**config.mk**
```make
export PLATFORM = sky130hd
export DESIGN_NAME = adc_spi_top
export DESIGN_NICKNAME = d
export VERILOG_FILES = /design/src/logic/adc_spi_pkg.sv /design/src/logic/adc_ctrl_if.sv /design/src/logic/adc_spi_engine.sv /design/src/logic/adc_spi_regs.sv /design/src/logic/adc_spi_top.sv
export SDC_FILE = /design/constraint.sdc
export NUM_CORES = 1
export LEC_CHECK = 0
export BUFFER_PORTS_ARGS = -buffer_cell sky130_fd_sc_hd__buf_2
export CORE_MARGIN = 2
export CORE_UTILIZATION = 57
export CTS_CLUSTER_DIAMETER = 50
export DETAILED_ROUTE_END_ITERATION = 7
export PLACE_DENSITY_LB_ADDON = 0.1
export SYNTH_ARGS = -nofsm -noshare
export SYNTH_HDL_FRONTEND = slang
export SYNTH_SLANG_ARGS = --single-unit
```
**constraint.sdc**
```tcl
create_clock -name spi_clk -period 3.3 [get_ports spi_clk]
set_input_delay 0.165 -clock spi_clk [delete_from_list [all_inputs] [get_ports spi_clk]]
set_output_delay 0.165 -clock spi_clk [all_outputs]
set_load 0.01 [all_outputs]
```
**src/logic/adc_spi_pkg.sv**
```systemverilog
// ADC SPI capture package
// Holds the widths, register map, bit positions, FSM encodings and sample types
package adc_spi_pkg;

    // ******************************
    // Widths
    // ******************************
    // One lane result per sdi line
    localparam int SAMPLE_BITS = 16;
    localparam int CLK_DIV_W   = 8;
    localparam int BIT_CNT_W   = $clog2(SAMPLE_BITS);
    localparam int STATE_W     = 3;

    // The divider comes out of reset at 1, so sclk runs at spi_clk/4
    localparam logic [CLK_DIV_W-1:0] CLK_DIV_RESET = 8'd1;

    typedef logic [3:0]  apb_addr_t;
    typedef logic [31:0] apb_data_t;

    // Lane b sits in the upper half of the word
    typedef struct packed {
        logic [SAMPLE_BITS-1:0] ch_b;
        logic [SAMPLE_BITS-1:0] ch_a;
    } adc_lanes_t;

    // The engine fills the lanes and software sees the raw word
    typedef union packed {
        apb_data_t  raw;
        adc_lanes_t lanes;
    } adc_word_u;

    // ******************************
    // Register map
    // ******************************
    localparam apb_addr_t ADDR_CTRL   = 4'h0;
    localparam apb_addr_t ADDR_CMD    = 4'h4;
    localparam apb_addr_t ADDR_STATUS = 4'h8;
    localparam apb_addr_t ADDR_DATA   = 4'hC;

    localparam int CTRL_START   = 0;
    localparam int CTRL_IRQ_EN  = 1;
    localparam int CTRL_DIV_LSB = 8;
    localparam int CTRL_DIV_MSB = 15;
    localparam int STAT_BUSY    = 0;
    localparam int STAT_DONE    = 1;

    // Capture FSM states
    localparam logic [STATE_W-1:0] ST_IDLE      = 3'd0;
    localparam logic [STATE_W-1:0] ST_CONVERT   = 3'd1;
    localparam logic [STATE_W-1:0] ST_WAIT_BUSY = 3'd2;
    localparam logic [STATE_W-1:0] ST_FRAME     = 3'd3;
    localparam logic [STATE_W-1:0] ST_FINISH    = 3'd4;

endpackage

```
**src/logic/adc_ctrl_if.sv**
```systemverilog
// Control interface between the register block and the capture engine
// Carries the start request, frame settings and the captured sample
`timescale 1ns/1ps

interface adc_ctrl_if;
    import adc_spi_pkg::*;

    // One-cycle conversion request from the register block
    logic                   start;
    // Levels that the engine latches at start
    logic [CLK_DIV_W-1:0]   clk_div;
    logic [SAMPLE_BITS-1:0] cmd;
    // Engine is between start and done
    logic                   busy;
    // One-cycle pulse when the sample is complete
    logic                   done;
    adc_word_u              sample;

    // The register side owns the settings and watches the engine
    modport regs (
        output start,
        output clk_div,
        output cmd,
        input  busy,
        input  done,
        input  sample
    );

    modport engine (
        input  start,
        input  clk_div,
        input  cmd,
        output busy,
        output done,
        output sample
    );

endinterface

```
**src/logic/adc_spi_engine.sv**
```systemverilog
// ADC SPI capture engine
// Pulses cnvst, waits for busy to fall and runs one dual-lane SPI frame
`timescale 1ns/1ps

module adc_spi_engine (
    input  logic       spi_clk,
    input  logic       arst_n,
    input  logic       busy,
    input  logic [1:0] sdi,
    output logic       cnvst,
    output logic       cs,
    output logic       sclk,
    output logic       sdo,
    adc_ctrl_if.engine ctrl
);
    import adc_spi_pkg::*;

    // ******************************
    // State
    // ******************************
    logic [STATE_W-1:0]     state;
    logic [CLK_DIV_W-1:0]   clk_div_q;
    logic [CLK_DIV_W-1:0]   div_cnt;
    logic [BIT_CNT_W-1:0]   bit_cnt;
    logic                   done_q;

    // Frame payload
    logic [SAMPLE_BITS-1:0] cmd_sr;
    logic [SAMPLE_BITS-1:0] lane_a_sr;
    logic [SAMPLE_BITS-1:0] lane_b_sr;
    adc_word_u              sample_w;

    // Edge strobes
    logic                   half_end;
    logic                   load_evt;
    logic                   rise_evt;
    logic                   fall_evt;

    // A half period ends after clk_div+1 cycles
    assign half_end = (div_cnt == clk_div_q);

    // A start is accepted only from idle, so a start during a conversion is lost
    assign load_evt = (state == ST_IDLE) & ctrl.start;

    // sclk toggles at the end of each half period inside the frame
    assign rise_evt = (state == ST_FRAME) & half_end & ~sclk;
    assign fall_evt = (state == ST_FRAME) & half_end & sclk;

    // ******************************
    // Sequencer
    // ******************************
    always_ff @(posedge spi_clk or negedge arst_n) begin
        if (!arst_n) begin
            state     <= ST_IDLE;
            clk_div_q <= CLK_DIV_RESET;
            div_cnt   <= '0;
            bit_cnt   <= '0;
            done_q    <= 1'b0;
            cnvst     <= 1'b0;
            cs        <= 1'b1;
            sclk      <= 1'b0;
            sdo       <= 1'b0;
        end else begin
            // cnvst and done are single-cycle pulses
            cnvst  <= 1'b0;
            done_q <= 1'b0;
            case (state)
                ST_IDLE: begin
                    if (load_evt) begin
                        // Later writes to the divider do not reach this frame
                        clk_div_q <= ctrl.clk_div;
                        cnvst     <= 1'b1;
                        state     <= ST_CONVERT;
                    end
                end
                ST_CONVERT: begin
                    // cnvst is high during this cycle
                    state <= ST_WAIT_BUSY;
                end
                ST_WAIT_BUSY: begin
                    if (!busy) begin
                        // The first command bit is on sdo before the first rising edge
                        cs      <= 1'b0;
                        sdo     <= cmd_sr[SAMPLE_BITS-1];
                        div_cnt <= '0;
                        bit_cnt <= '0;
                        state   <= ST_FRAME;
                    end
                end
                ST_FRAME: begin
                    if (half_end) begin
                        div_cnt <= '0;
                        sclk    <= ~sclk;
                        if (sclk) begin
                            // Falling edge
                            if (bit_cnt == BIT_CNT_W'(SAMPLE_BITS - 1)) begin
                                sdo   <= 1'b0;
                                state <= ST_FINISH;
                            end else begin
                                bit_cnt <= bit_cnt + BIT_CNT_W'(1);
                                sdo     <= cmd_sr[SAMPLE_BITS-2];
                            end
                        end
                    end else begin
                        div_cnt <= div_cnt + CLK_DIV_W'(1);
                    end
                end
                ST_FINISH: begin
                    // cs stays low for one more half period after the last fall
                    if (half_end) begin
                        cs     <= 1'b1;
                        done_q <= 1'b1;
                        state  <= ST_IDLE;
                    end else begin
                        div_cnt <= div_cnt + CLK_DIV_W'(1);
                    end
                end
                default: begin
                    state <= ST_IDLE;
                end
            endcase
        end
    end

    // ******************************
    // Shift registers
    // ******************************
    always_ff @(posedge spi_clk) begin
        // The command is latched at start and shifted out MSB first
        if (load_evt) begin
            cmd_sr <= ctrl.cmd;
        end else if (fall_evt) begin
            cmd_sr <= {cmd_sr[SAMPLE_BITS-2:0], 1'b0};
        end

        // Both lanes are sampled as sclk goes high
        if (rise_evt) begin
            lane_a_sr <= {lane_a_sr[SAMPLE_BITS-2:0], sdi[0]};
            lane_b_sr <= {lane_b_sr[SAMPLE_BITS-2:0], sdi[1]};
        end
    end

    // The lanes are complete and stable by the time done pulses
    always_comb begin
        sample_w.lanes.ch_b = lane_b_sr;
        sample_w.lanes.ch_a = lane_a_sr;
    end

    assign ctrl.sample = sample_w;
    assign ctrl.done   = done_q;
    // Busy covers everything from the cycle after start up to done
    assign ctrl.busy   = (state != ST_IDLE);

endmodule

```
**src/logic/adc_spi_regs.sv**
```systemverilog
// ADC SPI register block
// APB3 slave with control, command, status and sample registers plus irq
`timescale 1ns/1ps

module adc_spi_regs (
    input  logic                  spi_clk,
    input  logic                  arst_n,
    input  adc_spi_pkg::apb_addr_t paddr,
    input  logic                  psel,
    input  logic                  penable,
    input  logic                  pwrite,
    input  adc_spi_pkg::apb_data_t pwdata,
    output adc_spi_pkg::apb_data_t prdata,
    output logic                  pready,
    output logic                  pslverr,
    output logic                  irq,
    adc_ctrl_if.regs              ctrl
);
    import adc_spi_pkg::*;

    // ******************************
    // APB decode
    // ******************************
    logic                   access;
    logic                   addr_ok;
    logic                   bad_access;
    logic                   wr_en;
    logic                   wr_ctrl;
    logic                   wr_cmd;
    logic                   wr_status;

    // Register state
    logic                   start_q;
    logic                   irq_en_q;
    logic [CLK_DIV_W-1:0]   clk_div_q;
    logic [SAMPLE_BITS-1:0] cmd_q;
    logic                   done_q;
    apb_data_t              data_q;

    // The second phase of a transfer is the only one that acts
    assign access = psel & penable;

    // Only the four word addresses are mapped
    assign addr_ok = (paddr == ADDR_CTRL) || (paddr == ADDR_CMD) ||
                     (paddr == ADDR_STATUS) || (paddr == ADDR_DATA);

    // DATA is read only and a write to it is refused
    assign bad_access = !addr_ok || (pwrite && (paddr == ADDR_DATA));

    // There are no wait states in this slave
    assign pready  = 1'b1;
    assign pslverr = access & bad_access;

    // A refused access changes no register
    assign wr_en     = access & pwrite & ~bad_access;
    assign wr_ctrl   = wr_en & (paddr == ADDR_CTRL);
    assign wr_cmd    = wr_en & (paddr == ADDR_CMD);
    assign wr_status = wr_en & (paddr == ADDR_STATUS);

    // ******************************
    // Registers
    // ******************************
    always_ff @(posedge spi_clk or negedge arst_n) begin
        if (!arst_n) begin
            start_q   <= 1'b0;
            irq_en_q  <= 1'b0;
            clk_div_q <= CLK_DIV_RESET;
            cmd_q     <= '0;
            done_q    <= 1'b0;
            data_q    <= '0;
        end else begin
            // Start is a pulse in the cycle after the CTRL write
            start_q <= wr_ctrl & pwdata[CTRL_START];

            if (wr_ctrl) begin
                irq_en_q  <= pwdata[CTRL_IRQ_EN];
                clk_div_q <= pwdata[CTRL_DIV_MSB:CTRL_DIV_LSB];
            end

            if (wr_cmd) begin
                cmd_q <= pwdata[SAMPLE_BITS-1:0];
            end

            // A new done wins over a clear in the same cycle so no sample goes unseen
            if (ctrl.done) begin
                done_q <= 1'b1;
            end else if (wr_status && pwdata[STAT_DONE]) begin
                done_q <= 1'b0;
            end

            // The sample word is taken in the cycle the engine reports it
            if (ctrl.done) begin
                data_q <= ctrl.sample.raw;
            end
        end
    end

    // Settings go straight to the engine, which latches them at start
    assign ctrl.start   = start_q;
    assign ctrl.clk_div = clk_div_q;
    assign ctrl.cmd     = cmd_q;

    assign irq = done_q & irq_en_q;

    // ******************************
    // Read mux
    // ******************************
    always_comb begin
        prdata = '0;
        case (paddr)
            ADDR_CTRL: begin
                // The start bit always reads back as zero
                prdata[CTRL_IRQ_EN]               = irq_en_q;
                prdata[CTRL_DIV_MSB:CTRL_DIV_LSB] = clk_div_q;
            end
            ADDR_CMD: begin
                prdata[SAMPLE_BITS-1:0] = cmd_q;
            end
            ADDR_STATUS: begin
                // Busy is the live engine state
                prdata[STAT_BUSY] = ctrl.busy;
                prdata[STAT_DONE] = done_q;
            end
            ADDR_DATA: begin
                prdata = data_q;
            end
            default: begin
                prdata = '0;
            end
        endcase
    end

endmodule

```
**src/logic/adc_spi_top.sv**
```systemverilog
// ADC SPI capture subsystem top level
// Joins the APB register block and the capture engine through the control interface
`timescale 1ns/1ps

module adc_spi_top (
    // Clock and reset
    input  logic                   spi_clk,
    input  logic                   arst_n,

    // APB slave
    input  adc_spi_pkg::apb_addr_t paddr,
    input  logic                   psel,
    input  logic                   penable,
    input  logic                   pwrite,
    input  adc_spi_pkg::apb_data_t pwdata,
    output adc_spi_pkg::apb_data_t prdata,
    output logic                   pready,
    output logic                   pslverr,
    output logic                   irq,

    // ADC pins
    output logic                   cnvst,
    output logic                   cs,
    output logic                   sclk,
    output logic                   sdo,
    input  logic                   busy,
    input  logic [1:0]             sdi
);

    // Settings, handshake and sample between the two blocks
    adc_ctrl_if ctrl_if ();

    // ******************************
    // Register block
    // ******************************
    adc_spi_regs u_regs (
        .spi_clk (spi_clk),
        .arst_n  (arst_n),
        .paddr   (paddr),
        .psel    (psel),
        .penable (penable),
        .pwrite  (pwrite),
        .pwdata  (pwdata),
        .prdata  (prdata),
        .pready  (pready),
        .pslverr (pslverr),
        .irq     (irq),
        .ctrl    (ctrl_if.regs)
    );

    // ******************************
    // Capture engine
    // ******************************
    adc_spi_engine u_engine (
        .spi_clk (spi_clk),
        .arst_n  (arst_n),
        .busy    (busy),
        .sdi     (sdi),
        .cnvst   (cnvst),
        .cs      (cs),
        .sclk    (sclk),
        .sdo     (sdo),
        .ctrl    (ctrl_if.engine)
    );

endmodule

```
=== Yosys cells after proc, flatten, opt, wreduce, memory -nomap -nowiden ===
Index checks and enable logic that the tools add are counted.

* Register bits: 135
* Input bits: 44
* Logic and storage cells: 111

* Add/subtract/negate cells: 2
* Equality and inequality tests: 17
* Muxes and demuxes: 37
* Bitwise operators: 15
* Reduce and logical (&&, ||, !) cells: 22

{| class="wikitable"
|+ Operator list
! operator !! number
|-
| two-way mux 16 bit || 3
|-
| one-hot mux 8 bit (3 select lines) || 2
|-
| two-way mux 8 bit || 3
|-
| two-way mux 3 bit || 6
|-
| two-way mux 4 bit || 4
|-
| one-hot mux 3 bit (5 select lines) || 1
|-
| AND 1 bit || 13
|-
| == test 4 bit, second input constant || 3
|-
| two-way mux 1 bit || 12
|-
| one-hot mux 6 bit (2 select lines) || 1
|-
| adder 8 x 1 -> 8 bit, second input constant || 1
|-
| == test 8 bit || 1
|-
| != test 2 x 1 -> 1 bit, second input constant || 4
|-
| != test 2 bit, second input constant || 4
|-
| one-hot mux 4 bit (2 select lines) || 1
|-
| nonzero test 2 bit || 4
|-
| == test 3 x 2 -> 1 bit, second input constant || 2
|-
| AND reduction 3 bit || 2
|-
| AND reduction 6 bit || 1
|-
| nonzero test 3 bit || 2
|-
| AND reduction 5 bit || 1
|-
| adder 4 x 1 -> 4 bit, second input constant || 1
|-
| == test 4 x 3 -> 1 bit, second input constant || 1
|-
| zero test 4 bit || 1
|-
| other kinds (12) || 19
|}

=== Depth between registers and ports, before layout ===
Gate-level depths: netlist of run 1.

* Depth after elaboration: 12
* Gate-level depth with buffers: 7
* Gate-level depth less buffers: 6

=== By module ===
A second synthesis of run 1 with hierarchy kept.

* Cell total of the unflattened synthesis: 419
* Area total of the unflattened synthesis: 5,883.1 um^2

{| class="wikitable"
|+ Modules (own cells, without submodules)
! module !! times used !! cells each !! area each (um^2) !! seq. area each (um^2)
|-
| adc_spi_engine || 1 || 208 || 3,113.0 || 2,144.6
|-
| adc_spi_regs || 1 || 211 || 2,770.2 || 1,477.7
|}

=== Worst setup path before layout of run 1 ===
No wires, ideal clock.

* Path kind: reg2reg
* Start: reg u_engine.clk_div_q[0]
* End: reg u_engine.lane_a_sr[0] (enable)
* Data arrival time: 2,554 ps
* Setup slack: 325 ps
* Stages on the path, launching flop included: 6
* Clock period less this slack: 2,975 ps
* Cells stage by stage: dfstp_2 xnor2_1 nand4_1 nor2_4 nand2_1 nor2_1

* Longest elaborated chain between the ends: 3

{| class="wikitable"
|+ Ends and longest elaborated chain
! item !! line !! RTL
|-
| start: declaration || adc_spi_engine.sv:22 || <nowiki>logic [CLK_DIV_W-1:0] clk_div_q;</nowiki>
|-
| start signal: assignment || adc_spi_engine.sv:71 || <nowiki>clk_div_q <= ctrl.clk_div;</nowiki>
|-
| == test 8 bit || adc_spi_engine.sv:40 || <nowiki>assign half_end = (div_cnt == clk_div_q);</nowiki>
|-
| AND 1 bit (2 in a row) || adc_spi_engine.sv:46 || <nowiki>assign rise_evt = (state == ST_FRAME) & half_end & ~sclk;</nowiki>
|-
| named net u_engine.rise_evt || adc_spi_engine.sv:36 || <nowiki>logic rise_evt;</nowiki>
|-
| end signal: assignment || adc_spi_engine.sv:138 || <nowiki>lane_a_sr <= {lane_a_sr[SAMPLE_BITS-2:0], sdi[0]};</nowiki>
|-
| end: declaration || adc_spi_engine.sv:29 || <nowiki>logic [SAMPLE_BITS-1:0] lane_a_sr;</nowiki>
|}

The timed path passes the listed nets, and every way through them passes these cells.
A chain may end at the register's enable or synchronous reset.

=== Worst setup path in the final report of run 1 ===
* Start: reg u_engine.state[1]
* End: reg u_engine.cmd_sr[14] (enable)

* Longest elaborated chain between the ends: 4
* Elaborated cells between the ends (all ways): 6
* Classes of those cells: eq/ne: 1; bitwise: 3; reduce/logical: 2

{| class="wikitable"
|+ Ends and longest elaborated chain
! item !! line !! RTL
|-
| start: declaration || adc_spi_engine.sv:21 || <nowiki>logic [STATE_W-1:0] state;</nowiki>
|-
| start signal: assignment || adc_spi_engine.sv:54 || <nowiki>state <= ST_IDLE;</nowiki>
|-
| start signal: assignment || adc_spi_engine.sv:73 || <nowiki>state <= ST_CONVERT;</nowiki>
|-
| start signal: assignment || adc_spi_engine.sv:78 || <nowiki>state <= ST_WAIT_BUSY;</nowiki>
|-
| == test 3 x 2 -> 1 bit || adc_spi_engine.sv:47 || <nowiki>assign fall_evt = (state == ST_FRAME) & half_end & sclk;</nowiki>
|-
| AND 1 bit (2 in a row) || adc_spi_engine.sv:47 ||
|-
| nonzero test 2 bit (no line) * || -- ||
|-
| end signal: assignment || adc_spi_engine.sv:131 || <nowiki>cmd_sr <= ctrl.cmd;</nowiki>
|-
| end signal: assignment || adc_spi_engine.sv:133 || <nowiki>cmd_sr <= {cmd_sr[SAMPLE_BITS-2:0], 1'b0};</nowiki>
|-
| end: declaration || adc_spi_engine.sv:28 || <nowiki>logic [SAMPLE_BITS-1:0] cmd_sr;</nowiki>
|}

Every way passes the cells marked *; elsewhere a longest branch is shown, timed or not.

==> impl_results.md, run 1 <==
* Initial antenna violation count at 0
* Final Total Pwr at ~0.0042 W
* Largest net degree at the start of global routing at between 70 and 80
* Drt initial violations at 184
* Clk_skew at around 0.015 ns
* GRT Util Overall at between 20 and 25%
* Area share of the largest cell type after synthesis at a little over a third
* Sw Pwr at 0.00112 W
* Die height at 106 µm
* Core Footprint at 10,200 µm²
* # resized after CTS at 0
* Clock share of power at about two fifths
* Setup TNS at 0 ns
* Largest cells by area after synthesis: dfrtp_1, edfxtp_1, mux2_2
* Htree depth at 4
* R2R Path Start: u_engine.state[1]
* #FFs+latches synth at roughly 140
* Total number of vias at 3,684
* Int Pwr at between 0.003 and 0.004 W
* Chip width at ~110 µm
* Syn Area/Cell at 13.8 µm²
* Sequential area share after synthesis at about three fifths
* Flop pwr share at around half
* Sw Share at a little over a quarter
* Fmax at 418 MHz
* Total leakage power at 3.15 nW
* Cells after synthesis at about 430
* Arrival time worst endpoint at roughly 2.5 ns
* Mapped cell area at approximately 6000 µm²
* Worst-path clk slew at about 0.06 ns
* Fin area at between 7000 and 8000 µm²
* Row cnt at 37
* Nets at 561
* WL met3 at between 400 and 500 µm
* RR Endpoint: u_engine.cmd_sr[14]
* Crit path kind: reg2reg
* CP Capture Type: flop
* Hold worst-path end: u_regs.done_q
* Post-CTS setup buffers at 0
* Hold buffer count at CTS at 20
* Final period util at between 70 and 80%
* Final hold violations at 0
* WL met2 at about 5.8 mm
* Crit-path max FO at 16
* Reg2reg path depth at 4
* Critical path data required time at approximately 3.4 ns
* Final-report setup violation count at 0
* Pins over their slew limit at 0
* Worst-case vdd ir drop at approximately 0.53 mV
* Hold WC Path Type: in2reg
* N_diodes at 0
* Area leader, netlist: dfrtp_1
* Drc violations at 0
* Unrepaired setup endpoints after global routing: false
* Post-DR vias/cell at approximately 5.5
* Number of max-cap violations at 0
* Number of global-route vias before repair at 3,697
* HP Start: paddr[3]
* Clock Tree Root: clkbuf_8
* Routed met1 length at 5.16 mm
* CTS buffer count at 17
* CTS tree: done
* Initial core utilization at between 50 and 60%
* Post-synth EDFFs at 48
* GRT overflow at 0
* Worst skew pair latency at 0.53 ns
* R2R Setup Slk at roughly 0.91 ns
* Min cycle time layout at ~2.4 ns
* Layout cells sized above 1 at 38.1%
* Outcome: complete, no violations
* Drt pass-1 iters at 4
* Routed WL at 11.6 mm
* Most used DFF post-synth: dfrtp_1
* Number of cells on the worst hold path at 3
* Port bufs at 65
* Routed len/inst at between 15 and 20 µm
* Routed Antenna Nets at 0
* Max-slew headroom at between 30% and 40%
* # IOs at between 80 and 90
* Async SR Flop Fraction at roughly 64%
* Global-route wire length before repair at about 19 mm
* Post-DP HPWL at roughly 7.6 mm
* Area Overhead vs Synth at 19.1%
* Routability cong. at 0.864
* Slew at the pin closest to its max-slew limit at around 0.95 ns
* Critical Path Start Type: flop
* Syn nets at about 480
* Longest Clk Path Bufs at 2
* YS warnings at 0
* Top routing layer in use: met4
* Yosys cell types at 57
* Clk sinks at between 100 and 150
* Dpl cell area at ~6300 µm²
* Power per standard cell area at roughly 600 nW/µm²
* Power share of the combinational group at about an eighth
* Die Area at about 11,000 µm²
## synthesized netlist by cell type, types with 2 or more instances
library cell	instances
o221ai_1	2
nand2b_1	2
xnor2_1	9
o211ai_1	2
o22ai_1	4
nor2_4	2
nor2_1	32
dfrtp_1	84
dfstp_2	3
buf_2	6
edfxtp_1	48
buf_4	5
and2_1	7
and4_4	2
o21ai_0	8
nand4_1	4
ha_1	2
mux2_2	80
clkbuf_1	9
inv_1	4
a21oi_1	15
mux2i_1	14
o31ai_1	5
a31oi_1	4
and3_1	18
nand3_1	6
nand2_1	19
nor3_1	4
## cell families after synthesis
kind of cell / after synthesis / share of synthesized area (%)
AOI/OAI and AO/OA: 50 / 5.76
xor gates and xnor gates: 10 / 1.48
adders and majority gates: 2 / 0.423
buffers and inverters: 26 / 2.22
DFF: 135 / 61.3
muxes: 96 / 18.2
other: 1 / 0.0634
and+or+nand+nor: 109 / 10.6
## flip-flops by register name, indices dropped and copies added, names as in the netlist, 3 cells and up
signal               cells
u_engine.bit_cnt         4
u_engine.clk_div_q       8
u_engine.cmd_sr         16
u_engine.div_cnt         8
u_engine.lane_a_sr      16
u_engine.lane_b_sr      16
u_engine.state           3
u_regs.ctrl.clk_div      8
u_regs.ctrl.cmd         16
u_regs.data_q           32
## worst max-delay path: stages (launching register included)
cell and delay (ns):
dfrtp_1 0.53, nor2b_1 0.45, and2_1 0.29, nand3_2 0.14, nand2b_1 0.61
## final cells by class
class                           count  area, µm²
Fill cell                         745       3140
Tap cell                          136        170
Inverter                            4       15.0
Timing Repair Buffer               89        558
Multi-Input combinational cell    268       2160
Clock buffer                       20        435
Clock inverter                     12       82.6
Sequential cell                   135       3620
## power by group through the flow
stage | Clock [W] | Sequential, W | Combinational [W]
finish | 0.00161 | 0.00206 | 0.000538
global placement | 0 | 0.00208 | 0.000500
global route | 0.00173 | 0.00208 | 0.000602
detailed placement | 0 | 0.00209 | 0.000524
CTS | 0.00165 | 0.00206 | 0.000542
floorplan | 0 | 0.00204 | 0.000378
## metrics by stage
step / util, % / hold WS (ns) / instances / setup slack, ns
after floorplan: - / -0.131 / 429 / 0.325
after global placement: 62.1 / 0.342 / 612 / 0.948
after detailed placement: 62.1 / 0.348 / 612 / 0.881
after CTS: 69.2 / 0.191 / 664 / 0.887
after global routing: 69.2 / 0.231 / 664 / 0.712
final: 69.2 / 0.207 / 664 / 0.905
## layer usage
| metal | vias up | GRT usage [%] |
|---|---|---|
| li1 | 1741 | - |
| met1 | 1841 | 29.1 |
| met2 | 89 | 35.8 |
| met3 | 13 | 5.38 |
| met4 | 0 | 9.21 |
| met5 | - | 0 |
## placed cells by master, fill, tap and decap left out, types with 15 or more instances in the layout
master / count
dfrtp_1: 84
mux2_2: 80
buf_2: 64
edfxtp_1: 48
nor2_1: 31
dlygate4sd3_1: 20
nand2_1: 19
and3_1: 18
clkbuf_16: 16
a21oi_1: 15
## how the worst max path moves through the flow
stage | from | endpoint | slack, ns | cells after the start
after detailed placement | u_engine.state[1] | u_engine.cmd_sr[6] | 0.88 | 4
after global routing | u_engine.div_cnt[1] | u_engine.cmd_sr[4] | 0.71 | 5
final | u_engine.state[1] | u_engine.cmd_sr[14] | 0.91 | 4
after CTS | u_engine.state[1] | u_engine.cmd_sr[14] | 0.89 | 4
after floorplan | u_engine.clk_div_q[0] | u_engine.lane_a_sr[0] | 0.33 | 5
after global placement | u_engine.state[1] | u_engine.cmd_sr[6] | 0.95 | 4
(Power assumes the default switching activity.)
==> inputs of run 2 (changes only) <==
- clock period: 3.3 -> 2.3 ns (I/O delays scaled with it)
==> run 2 against run 1 <==
- clock skew down 0.0048 ns
- power up 50%
- final area up 2.0%
- via count up 3.1%
- flip-flop and latch count unchanged
==> impl_results.md, run 2 (synthesis gave the netlist of run 1 again) <==
* Number of max-cap violations at 0 (unchanged)
* Chip width at 106 µm (unchanged)
* Area Overhead vs Synth at 21.5%
* GRT Util Overall at 23.9% (+1.7 points)
* CP top delay family: flip-flops
* Routed Antenna Nets at 0 (unchanged)
* Arrival time worst endpoint at 1.96 ns (-0.58 ns)
* Clock Tree Root: clkbuf_8
* Met3 Resource Use GR at 6.99% (+1.6 points)
* Slowest-stage cell, CP: dfrtp_1
* Global-route wire length before repair at 20.3 mm (+7.9%)
* Commonest cells after routing, fill and taps aside: dfrtp_1, mux2_2, buf_2
* Min cycle time layout at 2.07 ns
* Routed WL at 12.1 mm (+3.8%)
* Outcome: complete, no violations
* Largest net degree at the start of global routing at 43 (-42%)
* Pins over their slew limit at 0 (unchanged)
* GRT overflow at 0 (unchanged)
* CP Capture Type: output pin
* Final period util at around nine tenths
* Post-DP HPWL at 7.78 mm (+2.2%)
* Critical Path Start Type: flop
* Hold WC Path Type: in2async
* Nets at 570 (+1.6%)
* Most frequent CP cell: a21oi_1
* Final hold violations at 0 (unchanged)
* Clk sinks at 135 (unchanged)
* Power per standard cell area at 878 nW/µm² (+47%)
* Number of global-route vias before repair at 3,979 (+7.6%)
* CTS buffer count at 17 (unchanged)
* Longest Clk Path Bufs at 2 (unchanged)
* Post-DR vias/cell at 5.64 (+1.7%)
* Slew at the pin closest to its max-slew limit at 0.546 ns (-0.404 ns)
* Fillers at 717 (-3.8%)
* Crit-path max FO at 13 (-3)
* Max reg flops at 32 (unchanged)
* Drt pass-1 iters at 4 (unchanged)
* Total number of vias at 3,797 (+3.1%)
* R2R Setup Slk at 0.36 ns (-0.55 ns)
* Initial core utilization at 58.1% (unchanged)
* Htree depth at 4 (unchanged)
* Initial antenna violation count at 0 (unchanged)
* Drc violations at 0 (unchanged)
* Port bufs at 65 (unchanged)
* Row cnt at 37 (unchanged)
* Final core utilization at 70.6% (+1.4 points)
* Routability cong. at 0.845 (-2.3%)
* Max-slew headroom at 63.6% (+27 points)
* Most flops, register: u_regs.data_q
* Core Footprint at 10,200 µm² (unchanged)
* Worst-case vdd ir drop at 0.648 mV (+23%)
* Layout cells sized above 1 at 38.4% (+0.29 points)
* Grt peak-use layer: met2
* Die height at 106 µm (unchanged)
* CP cell instances: nor4_1 > a21oi_1 > a21oi_1 > nor2_1 > buf_2
* Commonest non-fill, non-tap cell in the layout: dfrtp_1
* GRT met2 Usage at 39.0% (+3.2 points)
* Final-report setup violation count at 0 (unchanged)
* Post-CTS setup buffers at 0 (unchanged)
* Die Area at 11,200 µm² (unchanged)
* Setup TNS at 0 ns (unchanged)
* Total leakage power at 3.22 nW (+2.1%)
* Worst-path clk slew at 0.06 ns (about the same)
* Critical path data required time at 2.18 ns (-1.26 ns)
* Drt initial violations at 219 (+19%)
* Buf+Inv Stages, Crit Path at 1 (+1)
* # IOs at 83 (unchanged)
* Worst skew pair latency at 0.53 ns (about the same)
* Fmax at ~480 MHz
* Clk_skew at 0.0105 ns (-0.00477 ns)
* Slowest stage delay, CP at 0.56 ns (-0.05 ns)
* Routed len/inst at 17.9 µm (+2.4%)
* Met1 Use GR at 30.5% (+1.5 points)
* Unrepaired setup endpoints after global routing: false
* N_diodes at 0 (unchanged)
* Crit path kind: reg2out
* CTS tree: done
-- run 2: cell count changes in the layout (fill, tap and decap cells not counted), sizes merged --
cell | previous run | this run
bufinv | 0 | 2
buf | 69 | 78
clkinvlp | 3 | 2
clkinv | 9 | 3
clkbuf | 20 | 25
-- run 2: final cells by class --
| type | count | area, µm² | share of cell area, % |
|---|---|---|---|
| clock inverter | 7 | 97.6 | 1.36 |
| sequential | 135 | 3620 | 50.4 |
| tap | 136 | 170 | 2.37 |
| timing repair buffer | 98 | 651 | 9.05 |
| clock buffer | 25 | 464 | 6.46 |
| multi-input combinational | 268 | 2170 | 30.2 |
| inverter | 4 | 15.0 | 0.209 |
-- run 2: metrics by stage --
stage | hold slack, ns | cell area (µm²) | setup slack (ns) | total power, W | std cells
finish | 0.110 | 7190 | 0.229 | 0.00631 | 673
detailed placement | 0.140 | 6420 | 0.336 | 0.00376 | 621
global route | 0.133 | 7190 | 0.0909 | 0.00661 | 673
CTS | 0.0908 | 7190 | 0.212 | 0.00637 | 673
global placement | 0.137 | 6420 | 0.426 | 0.00372 | 621
floorplan | -0.181 | 5920 | 0.185 | 0.00348 | 429
-- run 2: power by group --
part	total (W)	switching [W]	internal (W)	leakage, nW
logic	0.000800	0.000409	0.000391	1.37
clock network	0.00256	0.000958	0.00160	0.267
registers	0.00295	0.000226	0.00272	1.59
-- run 2: timing repair --
item,CTS,global route
endpoints found under the hold margin,69,0
gates resized for setup,0,0
hold buffers,20,0
-- run 2: path summary, 6_finish.rpt --
path / to / start / cells past startpoint
min: u_regs.data_q[27] / arst_n / 2
min in group spi_clk: u_regs.done_q / paddr[3] / 3
max in group asynchronous: u_regs.ctrl.clk_div[0] / arst_n / 3
max reg2reg: u_engine.lane_a_sr[4] / u_engine.div_cnt[1] / 6
min reg2reg: u_engine.lane_b_sr[7] / u_engine.lane_b_sr[6] / 0
max: prdata[0] / u_engine.state[0] / 5
-- run 2: worst reg2reg max path, stage by stage, from the launching register on --
cell	delay [ns]
dfrtp_1	0.45
xnor2_1	0.23
nand4_1	0.25
nor2_4	0.20
nand2_1	0.14
nor2_4	0.13
buf_12	0.21
-- run 2: routing by layer --
| layer | routed length (µm) | vias to the layer above |
|---|---|---|
| li1 | - | 1774 |
| met1 | 5230 | 1912 |
| met2 | 6100 | 97 |
| met3 | 561 | 14 |
| met4 | 161 | 0 |
| met5 | 0 | - |
